===== config.mk =====
export PLATFORM = sky130hd
export DESIGN_NAME = usb_tx
export DESIGN_NICKNAME = d
export VERILOG_FILES = /design/src/usb_tx_pkg.sv /design/src/tx_bit_if.sv /design/src/usb_tx.sv /design/src/usb_line_driver.sv /design/src/usb_bit_stuffer.sv /design/src/usb_pkt_serializer.sv /design/src/usb_crc_gen.sv
export VERILOG_INCLUDE_DIRS = /design/src
export SDC_FILE = /design/constraint.sdc
export NUM_CORES = 1
export LEC_CHECK = 0
export BUFFER_PORTS_ARGS = -buffer_cell sky130_fd_sc_hd__buf_4
export CORE_MARGIN = 2
export CORE_UTILIZATION = 60
export CTS_BUF_LIST = sky130_fd_sc_hd__clkbuf_16
export DETAILED_ROUTE_END_ITERATION = 10
export PLACE_DENSITY = 0.85
export SLEW_MARGIN = 0
export SYNTH_ARGS = -nofsm -noshare
export SYNTH_HDL_FRONTEND = slang
export SYNTH_HIERARCHICAL = 1
export SYNTH_SLANG_ARGS = --single-unit

===== constraint.sdc =====
create_clock -name clk -period 10.5 [get_ports clk]
set_clock_uncertainty 0.1 [all_clocks]
set_input_delay 0 -clock clk [delete_from_list [all_inputs] [get_ports clk]]
set_output_delay 0 -clock clk [all_outputs]
set_load 0.005 [all_outputs]

===== src/usb_tx_cfg.svh =====
// usb transmit configuration
// field widths, stuffing run length, eop length and crc polynomials
`ifndef USB_TX_CFG_SVH
`define USB_TX_CFG_SVH

// packet field widths
`define USB_SYNC_BITS 8
`define USB_PID_BITS 8
`define USB_ADDR_BITS 7
`define USB_ENDP_BITS 4
`define USB_DATA_BITS 64

// crc5 is x^5 + x^2 + 1
`define USB_CRC5_BITS 5
`define USB_CRC5_POLY 5'h05

// crc16 is x^16 + x^15 + x^2 + 1
`define USB_CRC16_BITS 16
`define USB_CRC16_POLY 16'h8005

// ones in a row before a zero is stuffed
`define USB_STUFF_RUN 6

// se0 cycles at the end of a packet
`define USB_EOP_SE0_CYCLES 2

`endif

===== src/usb_tx_pkg.sv =====
// usb transmit types
// pid codes and the packet layout handed to the serializer
`include "usb_tx_cfg.svh"

package usb_tx_pkg;

  // pid byte as sent on the wire, check nibble in the upper half
  typedef enum logic [`USB_PID_BITS-1:0] {
    OUT   = 8'b1110_0001,
    IN    = 8'b0110_1001,
    DATA0 = 8'b1100_0011,
    ACK   = 8'b1101_0010,
    NAK   = 8'b0101_1010
  } pid_e;

  // one outgoing packet
  // addr and endp only matter for tokens, data only for DATA0
  typedef struct packed {
    pid_e                      pid;
    logic [`USB_ADDR_BITS-1:0] addr;
    logic [`USB_ENDP_BITS-1:0] endp;
    logic [`USB_DATA_BITS-1:0] data;
  } tx_pkt_t;

endpackage : usb_tx_pkg


===== src/tx_bit_if.sv =====
// raw bit stream between the packet serializer and the bit stuffer
// the serializer holds everything while stall is high
`timescale 1ns/1ns

interface tx_bit_if;

  logic active;
  logic data_bit;
  logic stuff_start;
  logic last;
  logic stall;

  // serializer side
  modport ser (
    output active, data_bit, stuff_start, last,
    input  stall
  );

  // stuffer side
  modport stuff (
    input  active, data_bit, stuff_start, last,
    output stall
  );

endinterface : tx_bit_if


===== src/usb_tx.sv =====
// usb transmit path top
// serializer, bit stuffer and line driver in a row, packet fields
// taken as plain ports
`timescale 1ns/1ns
`include "usb_tx_cfg.svh"

module usb_tx (
  input  logic                      clk,
  input  logic                      rst_L,
  input  logic                      pkt_avail,
  input  usb_tx_pkg::pid_e          pid,
  input  logic [`USB_ADDR_BITS-1:0] addr,
  input  logic [`USB_ENDP_BITS-1:0] endp,
  input  logic [`USB_DATA_BITS-1:0] data,
  output logic                      dp,
  output logic                      dm,
  output logic                      line_en,
  output logic                      pkt_sent
);
  import usb_tx_pkg::*;

  tx_pkt_t pkt;
  logic    line_bit;
  logic    line_active;
  logic    line_last;
  logic    line_busy;

  tx_bit_if bits_if ();

  assign pkt = '{pid: pid, addr: addr, endp: endp, data: data};

  usb_pkt_serializer ser (
    .clk      (clk),
    .rst_L    (rst_L),
    .pkt_avail(pkt_avail),
    .pkt      (pkt),
    .line_busy(line_busy),
    .bits     (bits_if.ser)
  );

  usb_bit_stuffer stuffer (
    .clk        (clk),
    .rst_L      (rst_L),
    .bits       (bits_if.stuff),
    .line_bit   (line_bit),
    .line_active(line_active),
    .line_last  (line_last)
  );

  usb_line_driver driver (
    .clk        (clk),
    .rst_L      (rst_L),
    .line_bit   (line_bit),
    .line_active(line_active),
    .line_last  (line_last),
    .dp         (dp),
    .dm         (dm),
    .line_en    (line_en),
    .pkt_sent   (pkt_sent),
    .line_busy  (line_busy)
  );

endmodule : usb_tx


===== src/usb_line_driver.sv =====
// usb line driver
// nrzi encodes the stuffed stream onto d+/d- and closes each packet
// with se0 and a final j cycle
`timescale 1ns/1ns
`include "usb_tx_cfg.svh"

module usb_line_driver (
  input  logic clk,
  input  logic rst_L,
  input  logic line_bit,
  input  logic line_active,
  input  logic line_last,
  output logic dp,
  output logic dm,
  output logic line_en,
  output logic pkt_sent,
  output logic line_busy
);

  localparam int SE0_W = $clog2(`USB_EOP_SE0_CYCLES + 1);

  typedef enum logic [1:0] {IDLE, PACKET, SE0, EOP_J} state_e;

  state_e           state;
  // line level, 1 is J
  logic             level;
  logic             nrzi_next;
  logic             last_q;
  logic [SE0_W-1:0] se0_cnt;

  // a one keeps the level, a zero flips it
  assign nrzi_next = line_bit ? level : ~level;

  always_ff @(posedge clk or negedge rst_L) begin
    if (!rst_L) begin
      state   <= IDLE;
      level   <= 1'b1;
      last_q  <= 1'b0;
      se0_cnt <= '0;
    end else begin
      // set while the final bit is on the line
      last_q <= line_active && line_last;
      case (state)
        IDLE: begin
          if (line_active) begin
            state <= PACKET;
            level <= nrzi_next;
          end
        end
        PACKET: begin
          if (last_q) begin
            state   <= SE0;
            se0_cnt <= '0;
            // next packet starts from J again
            level   <= 1'b1;
          end else if (line_active) begin
            level <= nrzi_next;
          end
        end
        SE0: begin
          if (se0_cnt == SE0_W'(`USB_EOP_SE0_CYCLES - 1)) begin
            state   <= EOP_J;
            se0_cnt <= '0;
          end else begin
            se0_cnt <= se0_cnt + 1'b1;
          end
        end
        EOP_J:   state <= IDLE;
        default: state <= IDLE;
      endcase
    end
  end

  always_comb begin
    case (state)
      PACKET: begin
        dp = level;
        dm = ~level;
      end
      SE0: begin
        dp = 1'b0;
        dm = 1'b0;
      end
      // idle and the closing cycle both sit at J
      default: begin
        dp = 1'b1;
        dm = 1'b0;
      end
    endcase
  end

  assign line_en   = (state != IDLE);
  assign pkt_sent  = (state == EOP_J);
  assign line_busy = (state != IDLE);

endmodule : usb_line_driver


===== src/usb_bit_stuffer.sv =====
// bit stuffer
// passes the raw stream through and slips in a zero after a run of ones,
// stalling the serializer for that cycle
`timescale 1ns/1ns
`include "usb_tx_cfg.svh"

module usb_bit_stuffer (
  input  logic     clk,
  input  logic     rst_L,
  tx_bit_if.stuff  bits,
  output logic     line_bit,
  output logic     line_active,
  output logic     line_last
);

  localparam int RUN_W = $clog2(`USB_STUFF_RUN + 1);

  typedef enum logic [1:0] {IDLE, COUNTING, STALL} state_e;

  state_e           state;
  logic [RUN_W-1:0] ones_cnt;
  logic             last_pend;
  logic             counting;
  logic             hit;
  logic             stall;

  // counting begins with the first pid bit
  assign counting = (state == COUNTING) ||
                    ((state == IDLE) && bits.active && bits.stuff_start);

  // current bit completes the run
  assign hit = counting && bits.data_bit && (ones_cnt == RUN_W'(`USB_STUFF_RUN - 1));

  assign stall      = (state == STALL);
  assign bits.stall = stall;

  assign line_bit    = stall ? 1'b0 : bits.data_bit;
  assign line_active = bits.active || stall;
  // when the final bit triggers a stuff, last rides on the stuffed zero
  assign line_last   = stall ? last_pend : (bits.active && bits.last && !hit);

  always_ff @(posedge clk or negedge rst_L) begin
    if (!rst_L) begin
      state     <= IDLE;
      ones_cnt  <= '0;
      last_pend <= 1'b0;
    end else begin
      case (state)
        IDLE:     if (counting) state <= hit ? STALL : COUNTING;
        COUNTING: begin
          if (hit) begin
            state <= STALL;
          end else if (bits.active && bits.last) begin
            state <= IDLE;
          end
        end
        STALL:    state <= last_pend ? IDLE : COUNTING;
        default:  state <= IDLE;
      endcase
      ones_cnt  <= (counting && bits.data_bit && !hit) ? ones_cnt + 1'b1 : '0;
      last_pend <= hit && bits.last;
    end
  end

endmodule : usb_bit_stuffer


===== src/usb_pkt_serializer.sv =====
// packet serializer
// turns a latched packet into sync, pid, fields and crc, one bit per
// cycle unless the stuffer stalls
`timescale 1ns/1ns
`include "usb_tx_cfg.svh"

module usb_pkt_serializer (
  input  logic                clk,
  input  logic                rst_L,
  input  logic                pkt_avail,
  input  usb_tx_pkg::tx_pkt_t pkt,
  input  logic                line_busy,
  tx_bit_if.ser               bits
);
  import usb_tx_pkg::*;

  localparam int CNT_W   = $clog2(`USB_DATA_BITS);
  localparam int PID_IW  = $clog2(`USB_PID_BITS);
  localparam int ADDR_IW = $clog2(`USB_ADDR_BITS);
  localparam int ENDP_IW = $clog2(`USB_ENDP_BITS);
  localparam int C5_IW   = $clog2(`USB_CRC5_BITS);
  localparam int C16_IW  = $clog2(`USB_CRC16_BITS);

  typedef enum logic [2:0] {
    IDLE, SYNC, PID, ADDR, ENDP, CRC5, DATA, CRC16
  } state_e;

  state_e                     state;
  logic [CNT_W-1:0]           bit_cnt;
  logic [CNT_W-1:0]           field_end;
  logic                       field_done;
  tx_pkt_t                    pkt_q;
  logic [`USB_PID_BITS-1:0]   pid_bits;
  logic                       pid_is_token;
  logic                       pid_is_data;
  logic                       accept;
  logic                       step;
  logic                       data_bit;
  logic                       last;
  logic [`USB_CRC5_BITS-1:0]  crc5_rem;
  logic [`USB_CRC16_BITS-1:0] crc16_rem;
  logic [C5_IW-1:0]           crc5_idx;
  logic [C16_IW-1:0]          crc16_idx;

  // only take a packet when both this stage and the line are quiet
  assign accept = (state == IDLE) && pkt_avail && !line_busy;
  assign step   = (state != IDLE) && !bits.stall;

  assign pid_bits     = pkt_q.pid;
  assign pid_is_token = (pkt_q.pid == OUT) || (pkt_q.pid == IN);
  assign pid_is_data  = (pkt_q.pid == DATA0);

  // remainders go out msb first
  assign crc5_idx  = C5_IW'(`USB_CRC5_BITS - 1) - bit_cnt[C5_IW-1:0];
  assign crc16_idx = C16_IW'(`USB_CRC16_BITS - 1) - bit_cnt[C16_IW-1:0];

  always_comb begin
    field_end = '0;
    data_bit  = 1'b0;
    case (state)
      SYNC: begin
        field_end = CNT_W'(`USB_SYNC_BITS - 1);
        data_bit  = (bit_cnt == field_end);
      end
      PID: begin
        field_end = CNT_W'(`USB_PID_BITS - 1);
        data_bit  = pid_bits[bit_cnt[PID_IW-1:0]];
      end
      ADDR: begin
        field_end = CNT_W'(`USB_ADDR_BITS - 1);
        data_bit  = pkt_q.addr[bit_cnt[ADDR_IW-1:0]];
      end
      ENDP: begin
        field_end = CNT_W'(`USB_ENDP_BITS - 1);
        data_bit  = pkt_q.endp[bit_cnt[ENDP_IW-1:0]];
      end
      CRC5: begin
        field_end = CNT_W'(`USB_CRC5_BITS - 1);
        data_bit  = ~crc5_rem[crc5_idx];
      end
      DATA: begin
        field_end = CNT_W'(`USB_DATA_BITS - 1);
        data_bit  = pkt_q.data[bit_cnt];
      end
      CRC16: begin
        field_end = CNT_W'(`USB_CRC16_BITS - 1);
        data_bit  = ~crc16_rem[crc16_idx];
      end
      default: begin
        field_end = '0;
        data_bit  = 1'b0;
      end
    endcase
  end

  assign field_done = (bit_cnt == field_end);

  // handshake packets stop after the pid
  always_comb begin
    case (state)
      PID:          last = field_done && !pid_is_token && !pid_is_data;
      CRC5, CRC16:  last = field_done;
      default:      last = 1'b0;
    endcase
  end

  assign bits.active      = (state != IDLE);
  assign bits.data_bit    = data_bit;
  assign bits.stuff_start = (state == PID) && (bit_cnt == '0);
  assign bits.last        = last;

  always_ff @(posedge clk or negedge rst_L) begin
    if (!rst_L) begin
      state   <= IDLE;
      bit_cnt <= '0;
    end else if (accept) begin
      state   <= SYNC;
      bit_cnt <= '0;
    end else if (step) begin
      if (field_done) begin
        bit_cnt <= '0;
        case (state)
          SYNC:    state <= PID;
          PID:     state <= pid_is_token ? ADDR : (pid_is_data ? DATA : IDLE);
          ADDR:    state <= ENDP;
          ENDP:    state <= CRC5;
          DATA:    state <= CRC16;
          default: state <= IDLE;
        endcase
      end else begin
        bit_cnt <= bit_cnt + 1'b1;
      end
    end
  end

  always_ff @(posedge clk) begin
    if (accept) begin
      pkt_q <= pkt;
    end
  end

  // crc5 over addr and endp
  usb_crc_gen #(
    .WIDTH(`USB_CRC5_BITS),
    .POLY (`USB_CRC5_POLY)
  ) crc5 (
    .clk  (clk),
    .rst_L(rst_L),
    .clear(accept),
    .shift(step && ((state == ADDR) || (state == ENDP))),
    .din  (data_bit),
    .crc  (crc5_rem)
  );

  // crc16 over the payload
  usb_crc_gen #(
    .WIDTH(`USB_CRC16_BITS),
    .POLY (`USB_CRC16_POLY)
  ) crc16 (
    .clk  (clk),
    .rst_L(rst_L),
    .clear(accept),
    .shift(step && (state == DATA)),
    .din  (data_bit),
    .crc  (crc16_rem)
  );

endmodule : usb_pkt_serializer


===== src/usb_crc_gen.sv =====
// serial crc generator
// linear feedback register fed one message bit per shift,
// preset to all ones on reset and on clear
`timescale 1ns/1ns

module usb_crc_gen #(
  parameter int               WIDTH = 5,
  parameter logic [WIDTH-1:0] POLY  = 5'h05
) (
  input  logic             clk,
  input  logic             rst_L,
  input  logic             clear,
  input  logic             shift,
  input  logic             din,
  output logic [WIDTH-1:0] crc
);

  logic             feedback;
  logic [WIDTH-1:0] crc_next;

  // msb out of the register xor the incoming bit decides the fold
  assign feedback = crc[WIDTH-1] ^ din;
  assign crc_next = {crc[WIDTH-2:0], 1'b0} ^ (feedback ? POLY : '0);

  always_ff @(posedge clk or negedge rst_L) begin
    if (!rst_L) begin
      crc <= '1;
    end else if (clear) begin
      // new packet starts from all ones
      crc <= '1;
    end else if (shift) begin
      crc <= crc_next;
    end
  end

endmodule : usb_crc_gen


# After elaboration in Yosys (flattened, before gate mapping)
# Cells that the tools add are included.
totals:
  regBits: 125
  input_bits: 86
  output_inout_bits: 4
op_classes:
  order_cmp: 5
  reduce_logical: 44
  mux: 52
  eq_ne: 24
  n_addsub: 5
  bitwise: 7
ops:
  columns: ["cell", "n"]
  rows:
  - ["two-way mux 16 bit", 3]
  - ["one-hot mux 6 bit (6 select lines)", 1]
  - ["two-way mux 3 bit", 7]
  - ["two-way mux 2 bit", 9]
  - ["two-way mux 6 bit", 3]
  - ["logical AND 1 bit", 17]
  - ["equality test 8 bit (second input constant)", 2]
  - ["XOR 16 bit", 1]
  - ["equality test 3 bit (second input constant)", 5]
  - ["one-hot mux 3 bit (5 select lines)", 1]
  - ["nonzero test 2 bit", 7]
  - ["two-way mux 1 bit", 13]
  - ["two-way mux 5 bit", 2]
  - ["binary-select mux 1 bit (select 3 bit)", 3]
  - ["equality test 8 x 7 -> 1 bit (second input constant)", 1]
  - ["less-than comparator 3 x 4 -> 1 bit (second input constant)", 2]
  - ["inequality test 2 x 1 -> 1 bit (second input constant)", 4]
  - ["one-hot mux 2 bit (4 select lines)", 1]
  - ["less-than comparator 6 x 7 -> 1 bit (second input constant)", 1]
  - ["one-hot mux 1 bit (7 select lines)", 1]
  - ["adder 6 x 1 -> 6 bit (second input constant)", 1]
  - ["binary-select mux 1 bit (select 6 bit)", 1]
  - ["equality test 2 x 1 -> 1 bit (second input constant)", 3]
  - ["equality test 2 bit (second input constant)", 3]
  - ["other kinds (28)", 45]

# Logic depth before layout (Yosys ltp)
logic_depth:
  depth_word: 11
  ltp_mapped: 14

# Hierarchy
# The synthesis kept the hierarchy.
by_module_without_submodules:
  columns: ["mod", "seq_area_each_um2", "instances", "area_each_um2", "cells_each"]
  rows:
  - ["usb_pkt_serializer", 2717.6, 1, 4246.6, 277]
  - ["usb_crc_gen (ser.crc16)", 420.4, 1, 726.9, 56]
  - ["usb_line_driver", 151.4, 1, 402.9, 38]
  - ["usb_bit_stuffer", 150.1, 1, 310.3, 28]
  - ["usb_crc_gen (ser.crc5)", 131.4, 1, 246.5, 18]

# Worst setup path before layout
# No wires, ideal clock.
synth_timing:
  kind: "flip-flop to flip-flop"
  start: "register ser.state[2]"
  end: "register ser.crc16.crc[2]"
  n_path_buf: 2
  setup_time_ps: 79
  arrival_ps: 5705
  path_stages_with_launch: 8
  period_less_slack_ps: 5884
  slack_ps: 4616
  required_time_ps: 10321
  path_cell_list: "dfrtp_1 buf_2 nor3_1 inv_1 nor2_1 buf_2 a21oi_1 o21ai_0"
synth_via:
  elab_cells_between_ends: 20
  classes_between: "7 x eq/ne; 4 x mux; 2 x bitwise; 7 x reduce/logical"
synth_rtl:
  columns: ["element", "line_no", "rtl"]
  rows:
  - ["start, declared", "usb_pkt_serializer.sv:28", "state_e state;"]
  - ["start signal, assigned", "usb_pkt_serializer.sv:124", "PID: state <= pid_is_token ? ADDR : (pid_is_data ? DATA : IDLE);"]
  - ["nonzero test 3 bit", null, null]
  - ["via bits_if.active", "tx_bit_if.sv:7", "logic active;"]
  - ["logical AND 1 bit", "usb_pkt_serializer.sv:47", "assign step = (state != IDLE) && !bits.stall;"]
  - ["logical AND 1 bit", "usb_pkt_serializer.sv:163", ".shift(step && (state == DATA)),"]
  - ["nonzero test 2 bit (no source line)", null, null]
  - ["end signal, assigned", "usb_crc_gen.sv:32", "crc <= crc_next;"]
  - ["end, declared", "usb_crc_gen.sv:15", "output logic [WIDTH-1:0] crc"]
# The timed path passes the listed nets, and every way through them passes these cells. The select of a mux whose other input is x is not followed.
# A chain may end at the register's enable or synchronous reset.

# Worst setup path after layout
layout_timing:
  start: "register ser.bit_cnt[1]"
  end: "register driver.level"
layout_via:
  elab_chain_len: 10
  elab_cells_between_ends: 23
  classes_between: "2 x add/sub; 1 x eq/ne; 18 x mux; 2 x bitwise"
layout_rtl:
  columns: ["element", "line_no", "rtl"]
  rows:
  - ["start, declared", "usb_pkt_serializer.sv:29", "logic [CNT_W-1:0] bit_cnt;"]
  - ["start signal, assigned", "usb_pkt_serializer.sv:131", "bit_cnt <= bit_cnt + 1'b1;"]
  - ["subtractor 4 bit or subtractor 3 bit (tied branches)", "usb_pkt_serializer.sv:55, usb_pkt_serializer.sv:54", null]
  - ["binary-select mux 1 bit (select 4 bit) or binary-select mux 1 bit (select 3 bit) (tied branches)", "usb_pkt_serializer.sv:87, usb_pkt_serializer.sv:79", null]
  - ["two-way mux 1 bit (on tied branches)", "usb_pkt_serializer.sv:87, usb_pkt_serializer.sv:79", null]
  - ["NOT 1 bit (on tied branches)", "usb_pkt_serializer.sv:87, usb_pkt_serializer.sv:79", null]
  - ["one-hot mux 1 bit (7 select lines) (*)", "usb_pkt_serializer.sv:60", "case (state)"]
  - ["via bits_if.data_bit", "tx_bit_if.sv:8", "logic data_bit;"]
  - ["two-way mux 1 bit (*)", "usb_bit_stuffer.sv:37", "assign line_bit = stall ? 1'b0 : bits.data_bit;"]
  - ["via line_bit", "usb_tx.sv:23", "logic line_bit;"]
  - ["two-way mux 1 bit (*)", "usb_line_driver.sv:32", "assign nrzi_next = line_bit ? level : ~level;"]
  - ["two-way mux 1 bit (*)", "usb_line_driver.sv:45, usb_line_driver.sv:56", null]
  - ["two-way mux 1 bit", "usb_line_driver.sv:51", "if (last_q) begin"]
  - ["one-hot mux 1 bit (2 select lines) (*)", "usb_line_driver.sv:43", "case (state)"]
  - ["end signal, assigned", "usb_line_driver.sv:47", "level <= nrzi_next;"]
  - ["end signal, assigned", "usb_line_driver.sv:57", "level <= nrzi_next;"]
  - ["end, declared", "usb_line_driver.sv:26", "logic level;"]
# The timed path passes the listed nets; every way through them passes the cells marked *. The select of a mux whose other input is x is not followed.

==> results.json <==
{
  "rows": 36,
  "slew_headroom_pct": 19.5,
  "critPathLaunchType": "register",
  "seq_area_frac_synth_pct": 60.2,
  "grt_use_met3_pct": 9.74,
  "wl_per_cell_um": 24.2,
  "synth_top_area_share_pct": 42.0,
  "min_path_type": "in -> async",
  "cp-end-kind": "register",
  "clkSlewWorstSetupHoldPaths_ps": 60,
  "use_met1_pct": 45.3,
  "power_leakage_uw": 0.00330,
  "cap_violations": 0,
  "ys_seq_elements": 125,
  "synthTopCellsByArea": "edfxtp_1 (42%), dfstp_2 (9.7%), dfrtp_1 (8.4%)",
  "synth_area_um2": 5930,
  "cts_buffer_depth": 2,
  "worst_ep_arrival_time_ps": 4230,
  "initial_core_util_pct": 61.3,
  "antenna_left": 0,
  "grt_pass1_wl_mm": 27.2,
  "busiest_layer": "met2",
  "hold_viol_final": 0,
  "cts_sinks": 125,
  "root_buffer": "clkbuf_16",
  "vias": 4649,
  "drive_above_1_share_pct": 29.1,
  "syn-num-nets": 512,
  "tightest_slew_ps": 1200,
  "grt_start_max_net_pins": 63,
  "ys_async_sr_fraction_pct": 33.6,
  "grt_overflow": 0,
  "die-area_um2": 10700,
  "worstPathRequired_ps": 10730,
  "grt_setup_unrepaired": "no",
  "track_usage_pct": 35.8,
  "fp.dieW_um": 103,
  "slew_viol_final": 0,
  "synth-edff-count": 83,
  "syn_to_final_growth_pct": 37.1,
  "gp_congestion": 0.931,
  "synthFlopType": "edfxtp_1",
  "fmax_ghz": 0.250,
  "io_pins": 90,
  "htreeDepth": 4,
  "status": "complete, no violations",
  "final.period_utilization_pct": 38.1,
  "design.core.area_um2": 9680,
  "first_global_vias": 4786,
  "ir_worst_vdd_v": 0.000154,
  "dr.pass1.iters": 7,
  "r2r_cells": 12,
  "syn_inst": 417,
  "p_total_uw": 2200,
  "final_nets": 686,
  "setup_viol": 0,
  "synth.largest_area_cell": "edfxtp_1",
  "cts_buffers": 17,
  "n_fill_cell": 396,
  "cts_resized": 0,
  "cp_max_fo": 43,
  "avgSynthCellArea_um2": 14.2,
  "period_needed_ps": 4000,
  "synth_warnings": 6,
  "drcViolationCount": 0,
  "finalWorstSetupSlack_ps": 6500,
  "cts_tree": "done",
  "cts_setup_buffers": 0,
  "powerDensity_nw_per_um2": 271,
  "first_iter_violations": 680,
  "die_h_um": 103,
  "clk-insertion-delay-late_ps": 430,
  "pre_cts_ws_ps": 6740,
  "dpl.hpwl_mm": 7.75,
  "via_per_inst": 6.30,
  "synthDistinctLibCells": 68,
  "grtUsageMet2_pct": 57.6,
  "portBuffers": 89,
  "wirelength_mm": 17.9,
  "tns_ps": 0,
  "crit_type": "reg -> reg",
  "antenna_found_initial": 1
}
cell usage in the layout, fill, tap and decap left out, types with 11 or more instances in the layout:
cell type	n
buf_4	92
nand2_1	20
dlygate4sd3_1	84
clkbuf_16	17
o21ai_0	11
nor2_1	22
dfrtp_1	19
a211o_1	19
edfxtp_1	83
inv_1	11
mux2i_1	29
dfstp_2	22
nor2b_1	20
synth_stat cells, types with 2 or more instances:
cell	instances
a32oi_1	2
and2b_2	5
nand2b_1	6
a211o_2	3
o22ai_1	3
a2bb2oi_1	2
and2_1	5
a221oi_1	2
inv_2	2
a211o_1	19
nand4_1	3
nand4bb_1	2
xnor2_1	7
inv_1	10
buf_4	3
a211oi_1	3
mux4_1	5
edfxtp_1	83
nand3_1	9
nand2_1	20
dfrtp_1	20
a31oi_1	2
xor2_1	5
clkbuf_1	4
o21ai_0	11
nor3_1	4
a2111oi_0	2
nor2b_1	20
buf_2	11
nor3b_1	5
mux4_2	10
ha_1	9
a22oi_1	4
a21o_1	2
nor2_1	23
o31ai_1	2
dfstp_2	22
mux2i_1	29
a21oi_1	6
buf_6	2
and3_1	3
registers in the layout, summed over array words and instances, names as in the netlist:
| register | flops |
|---|---|
| driver/last_q | 1 |
| driver/level | 1 |
| driver/se0_cnt | 2 |
| driver/state | 2 |
| ser/bit_cnt | 6 |
| ser/crc16/crc | 16 |
| ser/crc5/crc | 5 |
| ser/pid_bits | 8 |
| ser/pkt_q | 75 |
| ser/state | 3 |
| stuffer/last_pend | 1 |
| stuffer/ones_cnt | 3 |
| stuffer/state | 2 |
kinds of logic after synthesis:
logic type,count (synthesis),share of synthesized area [%]
adder cells (fa/ha/maj),9,1.90
multiplexers,46,11.3
AND/OR/NAND/NOR,116,11.5
flip-flops,125,60.2
buffers and inverters,33,2.76
AO/OA/AOI/OAI,74,9.79
XOR/XNOR,14,2.55
through the flow:
| step | instances | cell area [µm²] | hold WS, ps | util (%) |
|---|---|---|---|---|
| after global placement | 621 | 6680 | -91.8 | 69.0 |
| after detailed placement | 621 | 6680 | -84.6 | 69.0 |
| after global routing | 738 | 8130 | 62.3 | 84.0 |
| final | 738 | 8130 | 0.804 | 84.0 |
| after CTS | 737 | 8130 | 12.4 | 84.0 |
| after floorplan | 417 | 5930 | -396 | - |
metal layers:
layer / share of wire [%] / wire, µm
met1: 36 / 6340
met2: 49 / 8740
met3: 10 / 1860
met4: 5.1 / 908
met5: 0 / 0
timing repair:
| action | in CTS | in global routing |
|---|---|---|
| hold buffers | 84 | 0 |
| setup endpoints to repair | 0 | 0 |
| endpoints found under the hold margin | 125 | 0 |
area by class of cell:
class	count	area (µm²)	area share, %
Timing Repair Buffer	176	1530	18.8
Multi-Input combinational cell	259	2210	27.1
Sequential cell	125	3570	43.9
Inverter	12	45.0	0.554
Clock inverter	15	185	2.28
Antenna cell	1	2.50	0.0308
Clock buffer	17	425	5.23
Tap cell	133	166	2.05
path summary, 6_finish.rpt:
check | slack, ps | end | from
max reg2reg | 6500 | driver/level | ser/bit_cnt[1]
min in group clk | 190 | ser/pkt_q[68] | addr[0]
max | 6500 | driver/level | ser/bit_cnt[1]
min reg2reg | 380 | stuffer/ones_cnt[0] | stuffer/ones_cnt[0]
min | 0.8 | stuffer/ones_cnt[2] | rst_L
max in group asynchronous | 9910 | ser/bit_cnt[1] | rst_L
report_power, final:
part           switching (µW)  internal [µW]  total [µW]  leakage (µW)
Sequential                149            638         787       0.00123
Combinational             383            402         785       0.00177
Clock                     250            378         628      0.000301
critical path, cell delays in order (launching register included):
cell and delay [ps]:
dfrtp_2 1070, inv_1 210, ha_1 420, nand2b_1 180
mux2i_1 150, a211o_1 150, a31oi_1 100, a2111oi_1 360
nand3_1 400, nor2b_1 270, nand2b_1 180, o21ai_0 170
o311ai_1 130
(Power assumes the default switching activity.)
